[src/design/mips_pkg.sv]
package mips_pkg;

    // Fixed by the instruction set
    localparam int DATA_W   = 32;
    localparam int REG_AW   = 5;
    localparam int NUM_REGS = 32;

    typedef logic [DATA_W-1:0] word_t;
    typedef logic [REG_AW-1:0] reg_addr_t;

    // Primary opcode field, bits 31:26
    typedef enum logic [5:0] {
        OP_RTYPE = 6'h00,
        OP_ADDI  = 6'h08,
        OP_LW    = 6'h23,
        OP_SW    = 6'h2b
    } opcode_e;

    // R-type function field, bits 5:0
    typedef enum logic [5:0] {
        F_SLL = 6'h00,
        F_SRL = 6'h02,
        F_ADD = 6'h20,
        F_SUB = 6'h22,
        F_AND = 6'h24,
        F_OR  = 6'h25,
        F_SLT = 6'h2a
    } funct_e;

    typedef enum logic [2:0] {
        ALU_ADD = 3'd0,
        ALU_SUB = 3'd1,
        ALU_AND = 3'd2,
        ALU_OR  = 3'd3,
        ALU_SLT = 3'd4,
        ALU_SLL = 3'd5,
        ALU_SRL = 3'd6
    } alu_op_e;

    // Operand source in execute
    typedef enum logic [1:0] {
        FWD_NONE = 2'd0,
        FWD_WB   = 2'd1,
        FWD_MEM  = 2'd2
    } fwd_sel_e;

    // Controls carried from decode into execute
    typedef struct packed {
        logic    reg_write;
        logic    mem_to_reg;
        logic    mem_write;
        logic    alu_src_imm;
        logic    shift;
        logic    reg_dst_rd;
        alu_op_e alu_op;
    } ctrl_t;

    typedef struct packed {
        ctrl_t     ctrl;
        word_t     rd1;
        word_t     rd2;
        reg_addr_t rs;
        reg_addr_t rt;
        reg_addr_t rd;
        word_t     sign_imm;
        word_t     shamt;
    } id_ex_t;

    typedef struct packed {
        logic      reg_write;
        logic      mem_to_reg;
        logic      mem_write;
        word_t     alu_out;
        word_t     write_data;
        reg_addr_t dst;
    } ex_mem_t;

    typedef struct packed {
        logic      reg_write;
        logic      mem_to_reg;
        word_t     alu_out;
        word_t     read_data;
        reg_addr_t dst;
    } mem_wb_t;

    // Data memory port, driven from the memory stage
    typedef struct packed {
        word_t addr;
        word_t wdata;
        logic  we;
    } dmem_req_t;

    // Register file write port
    typedef struct packed {
        logic      en;
        reg_addr_t addr;
        word_t     data;
    } reg_wr_t;

    // Bubble: no register write, no store
    localparam ctrl_t NOP_CTRL = '{
        reg_write:   1'b0,
        mem_to_reg:  1'b0,
        mem_write:   1'b0,
        alu_src_imm: 1'b0,
        shift:       1'b0,
        reg_dst_rd:  1'b0,
        alu_op:      ALU_ADD
    };

endpackage

[src/design/reg_file.sv]
`timescale 1ns/1ps

module reg_file
    import mips_pkg::*;
(
    input  logic      clk_i,
    input  reg_wr_t   wr_i,
    input  reg_addr_t ra1_i,
    input  reg_addr_t ra2_i,
    output word_t     rd1_o,
    output word_t     rd2_o
);

    word_t regs [NUM_REGS];

    // Single write port, register 0 never stored
    always_ff @(posedge clk_i)
    begin
        if (wr_i.en && (wr_i.addr != '0))
        begin
            regs[wr_i.addr] <= wr_i.data;
        end
    end

    // Write-first reads so decode sees the value retiring this cycle
    function automatic word_t read_port(reg_addr_t ra, reg_wr_t wr, word_t stored);
        if (ra == '0)
            return '0;
        else if (wr.en && (wr.addr == ra))
            return wr.data;
        else
            return stored;
    endfunction

    assign rd1_o = read_port(ra1_i, wr_i, regs[ra1_i]);
    assign rd2_o = read_port(ra2_i, wr_i, regs[ra2_i]);

endmodule

[src/design/fetch_unit.sv]
`timescale 1ns/1ps

module fetch_unit
    import mips_pkg::*;
#(
    parameter word_t RESET_PC = '0
)
(
    input  logic  clk_i,
    input  logic  arst_n_i,
    input  logic  stall_i,
    input  word_t instr_i,
    output word_t pc_o,
    output word_t instr_d_o,
    output word_t pc_plus4_d_o
);

    word_t pc_plus4;

    // Sequential fetch only
    assign pc_plus4 = pc_o + word_t'(4);

    // PC register, frozen while a load-use stall is pending
    always_ff @(posedge clk_i or negedge arst_n_i)
    begin
        if (!arst_n_i)
        begin
            pc_o <= RESET_PC;
        end
        else if (!stall_i)
        begin
            pc_o <= pc_plus4;
        end
    end

    // Fetch/decode register
    // All-zero word decodes as sll $0, $0, 0
    always_ff @(posedge clk_i or negedge arst_n_i)
    begin
        if (!arst_n_i)
        begin
            instr_d_o    <= '0;
            pc_plus4_d_o <= '0;
        end
        else if (!stall_i)
        begin
            instr_d_o    <= instr_i;
            pc_plus4_d_o <= pc_plus4;
        end
    end

endmodule

[src/design/decode_unit.sv]
`timescale 1ns/1ps

module decode_unit
    import mips_pkg::*;
(
    input  logic      clk_i,
    input  logic      arst_n_i,
    input  logic      flush_i,
    input  word_t     instr_i,
    input  reg_wr_t   wb_i,
    output reg_addr_t rs_o,
    output reg_addr_t rt_o,
    output id_ex_t    id_ex_o
);

    opcode_e opcode;
    funct_e  funct;
    ctrl_t   ctrl_dec;
    word_t   rd1;
    word_t   rd2;
    id_ex_t  id_ex_d;

    // Instruction fields
    assign opcode = opcode_e'(instr_i[31:26]);
    assign funct  = funct_e'(instr_i[5:0]);
    assign rs_o   = instr_i[25:21];
    assign rt_o   = instr_i[20:16];

    // Written in writeback, read here
    reg_file reg_file_inst (
        .clk_i  (clk_i),
        .wr_i   (wb_i),
        .ra1_i  (rs_o),
        .ra2_i  (rt_o),
        .rd1_o  (rd1),
        .rd2_o  (rd2)
    );

    // Main controller, anything unrecognised falls back to a bubble
    always_comb
    begin
        ctrl_dec = NOP_CTRL;
        case (opcode)
            OP_RTYPE:
            begin
                ctrl_dec.reg_write  = 1'b1;
                ctrl_dec.reg_dst_rd = 1'b1;
                case (funct)
                    F_ADD: ctrl_dec.alu_op = ALU_ADD;
                    F_SUB: ctrl_dec.alu_op = ALU_SUB;
                    F_AND: ctrl_dec.alu_op = ALU_AND;
                    F_OR:  ctrl_dec.alu_op = ALU_OR;
                    F_SLT: ctrl_dec.alu_op = ALU_SLT;
                    F_SLL:
                    begin
                        ctrl_dec.alu_op = ALU_SLL;
                        ctrl_dec.shift  = 1'b1;
                    end
                    F_SRL:
                    begin
                        ctrl_dec.alu_op = ALU_SRL;
                        ctrl_dec.shift  = 1'b1;
                    end
                    default: ctrl_dec = NOP_CTRL;
                endcase
            end
            OP_LW:
            begin
                ctrl_dec.reg_write   = 1'b1;
                ctrl_dec.mem_to_reg  = 1'b1;
                ctrl_dec.alu_src_imm = 1'b1;
            end
            OP_SW:
            begin
                ctrl_dec.mem_write   = 1'b1;
                ctrl_dec.alu_src_imm = 1'b1;
            end
            OP_ADDI:
            begin
                ctrl_dec.reg_write   = 1'b1;
                ctrl_dec.alu_src_imm = 1'b1;
            end
            default: ctrl_dec = NOP_CTRL;
        endcase
    end

    // Next decode/execute contents, bubble on load-use
    always_comb
    begin
        id_ex_d.ctrl     = flush_i ? NOP_CTRL : ctrl_dec;
        id_ex_d.rd1      = rd1;
        id_ex_d.rd2      = rd2;
        id_ex_d.rs       = rs_o;
        id_ex_d.rt       = rt_o;
        id_ex_d.rd       = instr_i[15:11];
        // Immediate sign-extended, shamt zero-extended
        id_ex_d.sign_imm = {{(DATA_W-16){instr_i[15]}}, instr_i[15:0]};
        id_ex_d.shamt    = word_t'(instr_i[10:6]);
    end

    // Decode/execute register
    always_ff @(posedge clk_i or negedge arst_n_i)
    begin
        if (!arst_n_i)
        begin
            id_ex_o      <= '0;
            id_ex_o.ctrl <= NOP_CTRL;
        end
        else
        begin
            id_ex_o <= id_ex_d;
        end
    end

endmodule

[src/design/hazard_unit.sv]
`timescale 1ns/1ps

module hazard_unit
    import mips_pkg::*;
(
    input  id_ex_t    id_ex_i,
    input  reg_addr_t rs_d_i,
    input  reg_addr_t rt_d_i,
    input  ex_mem_t   ex_mem_i,
    input  reg_wr_t   wb_i,
    output fwd_sel_e  fwd_a_o,
    output fwd_sel_e  fwd_b_o,
    output logic      stall_o,
    output logic      flush_o
);

    logic load_use;

    // Youngest producer wins, register 0 never forwarded
    function automatic fwd_sel_e fwd_select(reg_addr_t src, ex_mem_t em, reg_wr_t wb);
        if ((src != '0) && em.reg_write && (em.dst == src))
            return FWD_MEM;
        else if ((src != '0) && wb.en && (wb.addr == src))
            return FWD_WB;
        else
            return FWD_NONE;
    endfunction

    assign fwd_a_o = fwd_select(id_ex_i.rs, ex_mem_i, wb_i);
    assign fwd_b_o = fwd_select(id_ex_i.rt, ex_mem_i, wb_i);

    // Load in execute feeding the instruction in decode
    assign load_use = id_ex_i.ctrl.mem_to_reg &&
                      ((id_ex_i.rt == rs_d_i) || (id_ex_i.rt == rt_d_i));

    // Hold fetch/decode, bubble into execute
    assign stall_o = load_use;
    assign flush_o = load_use;

endmodule

[src/design/execute_unit.sv]
`timescale 1ns/1ps

module execute_unit
    import mips_pkg::*;
(
    input  logic     clk_i,
    input  logic     arst_n_i,
    input  id_ex_t   id_ex_i,
    input  fwd_sel_e fwd_a_i,
    input  fwd_sel_e fwd_b_i,
    input  reg_wr_t  wb_i,
    output ex_mem_t  ex_mem_o
);

    word_t     src_a;
    word_t     src_b;
    word_t     alu_a;
    word_t     alu_b;
    word_t     alu_y;
    reg_addr_t dst;
    ex_mem_t   ex_mem_d;

    // Operand bypass from memory stage or writeback
    function automatic word_t fwd_mux(fwd_sel_e sel, word_t rf_val, word_t mem_val,
                                      word_t wb_val);
        case (sel)
            FWD_MEM: return mem_val;
            FWD_WB:  return wb_val;
            default: return rf_val;
        endcase
    endfunction

    assign src_a = fwd_mux(fwd_a_i, id_ex_i.rd1, ex_mem_o.alu_out, wb_i.data);
    assign src_b = fwd_mux(fwd_b_i, id_ex_i.rd2, ex_mem_o.alu_out, wb_i.data);

    // Shifts take rt as the value and shamt as the amount
    assign alu_a = id_ex_i.ctrl.shift ? src_b : src_a;

    always_comb
    begin
        if (id_ex_i.ctrl.shift)
            alu_b = id_ex_i.shamt;
        else if (id_ex_i.ctrl.alu_src_imm)
            alu_b = id_ex_i.sign_imm;
        else
            alu_b = src_b;
    end

    // ALU
    always_comb
    begin
        case (id_ex_i.ctrl.alu_op)
            ALU_ADD: alu_y = alu_a + alu_b;
            ALU_SUB: alu_y = alu_a - alu_b;
            ALU_AND: alu_y = alu_a & alu_b;
            ALU_OR:  alu_y = alu_a | alu_b;
            // Signed compare
            ALU_SLT: alu_y = word_t'($signed(alu_a) < $signed(alu_b));
            ALU_SLL: alu_y = alu_a << alu_b[4:0];
            ALU_SRL: alu_y = alu_a >> alu_b[4:0];
            default: alu_y = '0;
        endcase
    end

    // rd for R-type, rt for immediates and loads
    assign dst = id_ex_i.ctrl.reg_dst_rd ? id_ex_i.rd : id_ex_i.rt;

    always_comb
    begin
        ex_mem_d.reg_write  = id_ex_i.ctrl.reg_write;
        ex_mem_d.mem_to_reg = id_ex_i.ctrl.mem_to_reg;
        ex_mem_d.mem_write  = id_ex_i.ctrl.mem_write;
        ex_mem_d.alu_out    = alu_y;
        // Store data is the forwarded rt
        ex_mem_d.write_data = src_b;
        ex_mem_d.dst        = dst;
    end

    // Execute/memory register
    always_ff @(posedge clk_i or negedge arst_n_i)
    begin
        if (!arst_n_i)
        begin
            ex_mem_o <= '0;
        end
        else
        begin
            ex_mem_o <= ex_mem_d;
        end
    end

endmodule

[src/design/writeback_unit.sv]
`timescale 1ns/1ps

module writeback_unit
    import mips_pkg::*;
(
    input  logic    clk_i,
    input  logic    arst_n_i,
    input  ex_mem_t ex_mem_i,
    input  word_t   read_data_i,
    output reg_wr_t wb_o
);

    mem_wb_t mem_wb;

    // Memory/writeback register, load data sampled here
    always_ff @(posedge clk_i or negedge arst_n_i)
    begin
        if (!arst_n_i)
        begin
            mem_wb <= '0;
        end
        else
        begin
            mem_wb.reg_write  <= ex_mem_i.reg_write;
            mem_wb.mem_to_reg <= ex_mem_i.mem_to_reg;
            mem_wb.alu_out    <= ex_mem_i.alu_out;
            mem_wb.read_data  <= read_data_i;
            mem_wb.dst        <= ex_mem_i.dst;
        end
    end

    // Result select, loads take memory data
    assign wb_o.en   = mem_wb.reg_write;
    assign wb_o.addr = mem_wb.dst;
    assign wb_o.data = mem_wb.mem_to_reg ? mem_wb.read_data : mem_wb.alu_out;

endmodule

[src/design/mips_core.sv]
`timescale 1ns/1ps

module mips_core
    import mips_pkg::*;
#(
    parameter word_t RESET_PC = '0
)
(
    input  logic      clk_i,
    input  logic      arst_n_i,
    input  word_t     instr_i,
    input  word_t     read_data_i,
    output word_t     pc_o,
    output dmem_req_t dmem_o
);

    // Fetch to decode
    word_t     instr_d;
    reg_addr_t rs_d;
    reg_addr_t rt_d;

    // Stage registers and writeback port
    id_ex_t    id_ex;
    ex_mem_t   ex_mem;
    reg_wr_t   wb;

    // Hazard controls
    logic      stall;
    logic      flush;
    fwd_sel_e  fwd_a;
    fwd_sel_e  fwd_b;

    // PC+4 in decode, reserved for a branch target adder
    fetch_unit #(
        .RESET_PC(RESET_PC)
    ) fetch_unit_inst (
        .clk_i        (clk_i),
        .arst_n_i     (arst_n_i),
        .stall_i      (stall),
        .instr_i      (instr_i),
        .pc_o         (pc_o),
        .instr_d_o    (instr_d),
        .pc_plus4_d_o ()
    );

    decode_unit decode_unit_inst (
        .clk_i    (clk_i),
        .arst_n_i (arst_n_i),
        .flush_i  (flush),
        .instr_i  (instr_d),
        .wb_i     (wb),
        .rs_o     (rs_d),
        .rt_o     (rt_d),
        .id_ex_o  (id_ex)
    );

    hazard_unit hazard_unit_inst (
        .id_ex_i  (id_ex),
        .rs_d_i   (rs_d),
        .rt_d_i   (rt_d),
        .ex_mem_i (ex_mem),
        .wb_i     (wb),
        .fwd_a_o  (fwd_a),
        .fwd_b_o  (fwd_b),
        .stall_o  (stall),
        .flush_o  (flush)
    );

    execute_unit execute_unit_inst (
        .clk_i    (clk_i),
        .arst_n_i (arst_n_i),
        .id_ex_i  (id_ex),
        .fwd_a_i  (fwd_a),
        .fwd_b_i  (fwd_b),
        .wb_i     (wb),
        .ex_mem_o (ex_mem)
    );

    // Memory stage drives the data port directly
    assign dmem_o = '{addr: ex_mem.alu_out, wdata: ex_mem.write_data, we: ex_mem.mem_write};

    writeback_unit writeback_unit_inst (
        .clk_i       (clk_i),
        .arst_n_i    (arst_n_i),
        .ex_mem_i    (ex_mem),
        .read_data_i (read_data_i),
        .wb_o        (wb)
    );

endmodule

[config.mk]
export PLATFORM = sky130hd
export DESIGN_NAME = mips_core
export DESIGN_NICKNAME = d
export VERILOG_FILES = /design/src/design/mips_pkg.sv /design/src/design/reg_file.sv /design/src/design/fetch_unit.sv /design/src/design/decode_unit.sv /design/src/design/hazard_unit.sv /design/src/design/execute_unit.sv /design/src/design/writeback_unit.sv /design/src/design/mips_core.sv
export SDC_FILE = /design/constraint.sdc
export NUM_CORES = 2
export LEC_CHECK = 0
export BUFFER_PORTS_ARGS = -buffer_cell sky130_fd_sc_hd__buf_2
export CAP_MARGIN = 20
export CORE_MARGIN = 1.5
export CORE_UTILIZATION = 54
export DETAILED_ROUTE_END_ITERATION = 8
export PLACE_DENSITY = 0.77
export SYNTH_ARGS = -nofsm -noshare
export SYNTH_HDL_FRONTEND = slang
export SYNTH_HIERARCHICAL = 1
export SYNTH_SLANG_ARGS = --single-unit
[constraint.sdc]
create_clock -name clk_i -period 8.5 [get_ports clk_i]
set_input_delay 2.55 -clock clk_i [delete_from_list [all_inputs] [get_ports clk_i]]
set_output_delay 2.55 -clock clk_i [all_outputs]
set_load 0.05 [all_outputs]
; After elaboration in Yosys (flattened, before gate mapping)
; Memory sizes are Yosys's and may differ from the RTL's.
; Cells that the tools add are included.
[totals]
output_inout_bits = 97
memories = 1
inputBits = 66
ram_bits = 1024
register_bits = 316
[op_classes]
n_bitwise = 2
mux = 28
addsub = 3
magnitude_cmp = 1
n_reduce_logical = 25
n_eq_ne = 27
shifts = 2
[mem_list]
columns = name, depth, width, rd, rd_clocked_by_memory_dff, wr, line
row1 = decode_unit_inst.reg_file_inst.regs, 32, 32, 2, 0, 1, reg_file.sv:14  ; word_t regs [NUM_REGS];
[ops]
columns = op, count
row1 = 32-bit 2-to-1 mux, 8
row2 = 32-bit case mux with 7 select lines, 1
row3 = 32-bit case mux with 2 select lines, 2
row4 = 6-bit equality test (second input constant), 7
row5 = 5-bit equality test, 8
row6 = 32-bit by 3-bit adder with 32-bit output (second input constant), 1
row7 = 32-bit adder, 1
row8 = 32-bit AND, 1
row9 = 32-bit < comparator, 1
row10 = 32-bit OR, 1
row11 = 32-bit by 5-bit << shifter with 32-bit output, 1
row12 = 32-bit by 5-bit right shift with 32-bit output, 1
row13 = 32-bit subtractor, 1
row14 = 3-bit case mux with 6 select lines, 1
row15 = 5-bit nonzero test, 3
row16 = 1-bit logical AND, 12
row17 = 6-bit zero test, 2
row18 = 5-bit zero test, 2
row19 = 5-bit 2-to-1 mux, 2
row20 = 3-bit equality test (second input constant), 3
row21 = 9-bit 2-to-1 mux, 1
row22 = 1-bit case mux with 2 select lines, 4
row23 = 7-bit OR reduction, 1
row24 = 3-bit by 2-bit equality test with 1-bit output (second input constant), 2
row25 = 12 further kinds, 21

; Depth between registers and ports, before layout
[depth]
ltp_word = 11
depth_mapped = 27

; Cells and area by module
; The synthesis kept the hierarchy.
[by_module_without_submodules]
columns = mod, instances, cells_per_inst, area_per_inst_um2
row1 = reg_file, 1, 2524, 47951.0
row2 = execute_unit, 1, 1673, 12094.1
row3 = decode_unit, 1, 198, 3158.0
row4 = fetch_unit, 1, 220, 2806.4
row5 = writeback_unit, 1, 113, 2366.0
row6 = hazard_unit, 1, 57, 432.9

; Worst setup path before layout
; No wires, ideal clock.
[synth_timing]
kind = register -> register
start = reg decode_unit_inst/id_ex_o[71] (netlist bit)
end = reg execute_unit_inst/ex_mem_o[65] (netlist bit)
path_buffers = 6
period_less_slack_ns = 6.015
setup_time_ns = 0.145
stages_incl_launch_ff = 26
t_arrival_ns = 5.870
setup_slack_ns = 2.485
path_cell_list = dfrtp_1 buf_4 xnor2_1 and2_1 a2111oi_0 inv_1 ha_1 buf_2 nor3b_1 a2111oi_0 a21oi_1 clkbuf_1 buf_2 buf_2 buf_1 ha_1 a21o_1 and4_1 nor3_1 o211ai_1 a21oi_1 o221a_2 nor4_1 a2111oi_0 o221a_2 o221ai_1
[synth_via]
elab_chain_len = 11
elab_cells_between_ends = 22
classes_between = add/sub: 2 / eq/ne: 4 / shift: 2 / mux: 7 / bitwise: 2 / reduce/logical: 5
[synth_rtl]
columns = item, line
row1 = start: declaration, decode_unit.sv:13  ; output id_ex_t id_ex_o
row2 = start signal: assignment, decode_unit.sv:111  ; id_ex_o <= id_ex_d;
row3 = 5-bit nonzero test, "hazard_unit.sv:21, hazard_unit.sv:23"
row4 = 1-bit logical AND (2 in series), hazard_unit.sv:23  ; else if ((src != '0) && wb.en && (wb.addr == src))
row5 = 1-bit 2-to-1 mux, hazard_unit.sv:23
row6 = 2-bit 2-to-1 mux *, hazard_unit.sv:21  ; if ((src != '0) && em.reg_write && (em.dst == src))
row7 = named net fwd_b[0], mips_core.sv:31  ; fwd_sel_e fwd_b;
row8 = 2-bit by 1-bit equality test with 1-bit output / 2-bit equality test (equally long branches), execute_unit.sv:26  ; case (sel)
row9 = 32-bit case mux with 2 select lines *, execute_unit.sv:26
row10 = 32-bit 2-to-1 mux, execute_unit.sv:43  ; else if (id_ex_i.ctrl.alu_src_imm)
row11 = 32-bit 2-to-1 mux, execute_unit.sv:41  ; if (id_ex_i.ctrl.shift)
row12 = 32-bit subtractor (tied with other cells), execute_unit.sv:54  ; ALU_SUB: alu_y = alu_a - alu_b;
row13 = 32-bit case mux with 7 select lines *, execute_unit.sv:52  ; case (id_ex_i.ctrl.alu_op)
row14 = named net execute_unit_inst.alu_y[28], execute_unit.sv:19  ; word_t alu_y;
row15 = end signal: assignment, execute_unit.sv:88  ; ex_mem_o <= ex_mem_d;
row16 = end: declaration, execute_unit.sv:12  ; output ex_mem_t ex_mem_o
; Mark *: on every way through the listed nets, which the timed path passes. The rest lies on a longest branch.
; A chain may end at the register's enable or synchronous reset.

; Worst setup path in the final report
[layout_timing]
start = reg writeback_unit_inst.mem_wb (netlist bit writeback_unit_inst/wb_o[36])
end = reg execute_unit_inst/ex_mem_o[68] (netlist bit)
[layout_via]
elab_chain_len = 10
elab_cells_between_ends = 24
classes_between = add/sub: 2 / eq/ne: 6 / shift: 2 / mux: 10 / bitwise: 2 / reduce/logical: 2
[layout_rtl]
columns = item, line
row1 = start: declaration, writeback_unit.sv:13  ; mem_wb_t mem_wb;
row2 = 5-bit equality test *, hazard_unit.sv:23
row3 = 1-bit logical AND *, hazard_unit.sv:23
row4 = 1-bit 2-to-1 mux *, hazard_unit.sv:23
row5 = 2-bit 2-to-1 mux *, hazard_unit.sv:21
row6 = named net fwd_b[0], mips_core.sv:31
row7 = 2-bit by 1-bit equality test with 1-bit output / 2-bit equality test (equally long branches), execute_unit.sv:26
row8 = 32-bit case mux with 2 select lines *, execute_unit.sv:26
row9 = named net execute_unit_inst.src_b[13], execute_unit.sv:16  ; word_t src_b;
row10 = 32-bit 2-to-1 mux, execute_unit.sv:43
row11 = 32-bit 2-to-1 mux, execute_unit.sv:41
row12 = 32-bit subtractor / 32-bit adder (equally long branches), "execute_unit.sv:54, execute_unit.sv:53"
row13 = 32-bit case mux with 7 select lines *, execute_unit.sv:52
row14 = named net execute_unit_inst.alu_y[31], execute_unit.sv:19
; Marks and branches as above.

==> key figures <==
Run status
  • Status: finished clean

Timing
  • Fin crit period: 7.47 ns
  • Highest Clock Rate: 134 MHz
  • Slew HR: 10.0%
  • Slew Limit Fails: 0
  • Period utilisation layout: 87.9%
  • Setup Skew: 0.0393 ns
  • Least-Margin Pin Slew: 1.34 ns
  • Setup_tns: 0 ns
  • RSZ-0062 raised after global routing: no
  • Endpoints failing setup: 0
  • Fin. Hold Viols: 0

CTS
  • CTS Root Cell: clkbuf_16
  • Bufs on Longest Clock Path: 3
  • Post CTS Setup Buffer Count: 0
  • Clock-pin slew on the worst setup and hold paths: 0.06 ns
  • PostCTS Resize Cnt: 0
  • Htree depth: 4
  • TritonCTS Buffers: 137
  • Clk sink count: 1328
  • CTS tree: built
  • Hold_buf cts: 0
  • Clock Latency Late Sink: 0.81 ns

Drt
  • Residual DRC: 0
  • Final WL: 243 mm
  • 1st-pass router iterations: 6
  • DR vias: 48100
  • DRT iter0 DRCs: 7950
  • Routed WL per cell: 36.9 um
  • DR vias/cell: 7.31
  • Detail Route Antenna Nets: 0

Worst setup path
  • Crit-path max FO: 38
  • Max stage delay on crit path: 0.77 ns
  • Critical path startpoint category: register
  • CP arrival: 8.13 ns
  • Crit end category: register
  • Data required, critical path: 9.16 ns
  • WP depth: 20
  • Bufs and invs on worst path: 3
  • Reg2reg path depth: 20
  • Crit Path Class: register to register
  • Critical path, cell by cell: xnor2_1 > nand4_1 > a2111oi_0 > inv_1 > ha_2 > buf_4 > o21ai_0 > a21oi_1 > inv_1 > ha_1 > or2_2 > a21o_1 > a211oi_1 > o41ai_1 > a31oi_1 > a221oi_1 > o41ai_1 > mux2i_1 > a31oi_1 > or3_1
  • Slowest-stage cell, CP: ha_2
  • Crit path max-delay family: compound AO/OA/AOI/OAI gates

Floorplanning
  • Die area: 129000 um2
  • Die H: 359 um
  • Floorplan die width: 359 um
  • Initial Util: 54.5%
  • Core Region: 126000 um2
  • Rows: 130
  • Top-level port count: 163

Job
  • MaxCap Viol Count: 0

Cells and area
  • Core Util, Final: 59.8%
  • Layout cells sized above 1: 22.8%
  • Layout Nets: 4991
  • Area Overhead vs Synth: 9.61%
  • Fillers: 9239

Pwr
  • Leak: 27.0 nW
  • Switching Power: 5.90 mW
  • Switch share: 32.3%
  • Share of power burned in combinational logic: 21.4%
  • Worst VDD drop: 0.209 mV
  • Pwr/cell area: 243 nW/um2
  • P_int: 12.4 mW
  • Clock Power Share: 32.9%
  • Flop pwr share: 45.7%

Logic synthesis
  • Post-synthesis cell count: 4753
  • Synth warn: 6
  • Syn_area_per_cell: 14.4 um2
  • Syn Std Cell Area: 68600 um2

Placed design
  • Placer Congestion: 1.05
  • DP HPWL: 153 mm
  • PortBufs: 160

Global routing
  • GR Overflow Total: 0
  • First-pass GRT wire length: 343 mm
  • Initial antenna violation count: 14
  • Vias in the first global route: 46900
  • All-Layer GR Usage: 37.3%
  • Largest net degree at the start of global routing: 143

Min path
  • HP Class: register to register
  • Number of cells on the worst hold path: 0
[worst paths after layout]
path / start / to / slack, ns
setup / recovery: writeback_unit_inst/wb_o[36]$_DFF_PN0_ / execute_unit_inst/ex_mem_o[68]$_DFF_PN0_ / 1.03
hold / removal: execute_unit_inst/ex_mem_o[70]$_DFF_PN0_ / writeback_unit_inst/mem_wb[69]$_DFF_PN0_ / 0.35
setup reg to reg: writeback_unit_inst/wb_o[36]$_DFF_PN0_ / execute_unit_inst/ex_mem_o[68]$_DFF_PN0_ / 1.03
hold reg to reg: execute_unit_inst/ex_mem_o[70]$_DFF_PN0_ / writeback_unit_inst/mem_wb[69]$_DFF_PN0_ / 0.35
max in group asynchronous: arst_n_i / fetch_unit_inst/instr_d_o[22]$_DFFE_PN0N_ / 5.06
min in group asynchronous: arst_n_i / writeback_unit_inst/mem_wb[56]$_DFF_PN0_ / 1.81
[flip-flops by register name, summed over array words and instances (netlist names)]
name and cells:
writeback_unit_inst/mem_wb 65, fetch_unit_inst/instr_d_o 32, writeback_unit_inst/wb_o 6, decode_unit_inst/reg_file_inst/regs 1024, fetch_unit_inst/pc_plus4_d_o 30, decode_unit_inst/id_ex_o 99
execute_unit_inst/ex_mem_o 72
[layer usage]
layer,share of wire (%),vias up,track usage (%),wire length (um)
met5,0.031,-,0,76
met4,7.9,10,24.3,19200
met3,14,929,10.2,33200
met2,44,4191,55.5,107000
met1,34,24000,48.3,83000
li1,-,19000,-,-
[final cells by class]
| cell class | instances | area [um2] | share of cell area (%) |
|---|---|---|---|
| Timing Repair Buffer | 290 | 1860 | 2.48 |
| Tap cell | 1650 | 2060 | 2.75 |
| Antenna cell | 4 | 10.0 | 0.0133 |
| Sequential cell | 1328 | 38400 | 51.1 |
| Multi-Input combinational cell | 2947 | 28000 | 37.2 |
| Clock buffer | 171 | 3690 | 4.91 |
| Inverter | 111 | 417 | 0.554 |
| Clock inverter | 81 | 744 | 0.991 |
[metrics by stage]
stage	total power, mW	setup WS (ns)	hold slack, ns	instances	cell area, um2
6_report	18.3	1.03	0.346	6582	75200
5_1_grt	18.7	0.747	0.357	6580	75100
4_1_cts	18.1	1.30	0.346	6577	75100
3_5_place_dp	12.2	1.33	0.336	6325	70700
3_3_place_gp	12.2	1.48	0.333	6325	70700
2_1_floorplan	10.7	2.49	0.331	4811	68800
[cell usage in the layout, fill, tap and decap left out, drive strengths merged, types with 23 or more instances in the layout]
cell type / n
a2111oi: 33
a211oi: 30
a21o: 39
a21oi: 152
a221oi: 91
a22o: 49
a22oi: 105
a31oi: 23
buf: 290
clkbuf: 171
clkinv: 65
conb: 61
dfrtp: 304
edfxtp: 1024
ha: 108
inv: 116
mux2: 123
mux2i: 332
mux4: 421
nand2: 271
nand3: 54
nand4: 29
nor2: 223
nor2b: 64
nor3: 68
o211ai: 43
o21ai: 168
o221ai: 47
o22ai: 56
xnor2: 58
[worst reg2reg max path, stage by stage (launching register included)]
cell,delay [ns]
dfrtp_1,0.62
xnor2_1,0.17
nand4_1,0.10
a2111oi_0,0.64
inv_1,0.13
ha_2,0.77
buf_4,0.47
o21ai_0,0.25
a21oi_1,0.71
inv_1,0.17
ha_1,0.44
or2_2,0.36
a21o_1,0.18
a211oi_1,0.37
o41ai_1,0.16
a31oi_1,0.47
a221oi_1,0.27
o41ai_1,0.39
mux2i_1,0.23
a31oi_1,0.09
or3_1,0.34
[power by group through the flow]
stage                     registers [mW]  clock network [mW]  logic (mW)
after CTS                           8.32                6.05        3.77
after global routing                8.34                6.30        4.06
final                               8.35                6.02        3.91
after floorplan                     8.53                   0        2.15
after detailed placement            8.44                   0        3.75
after global placement              8.44                   0        3.72
No activity file was read; power rests on OpenSTA's default activity.
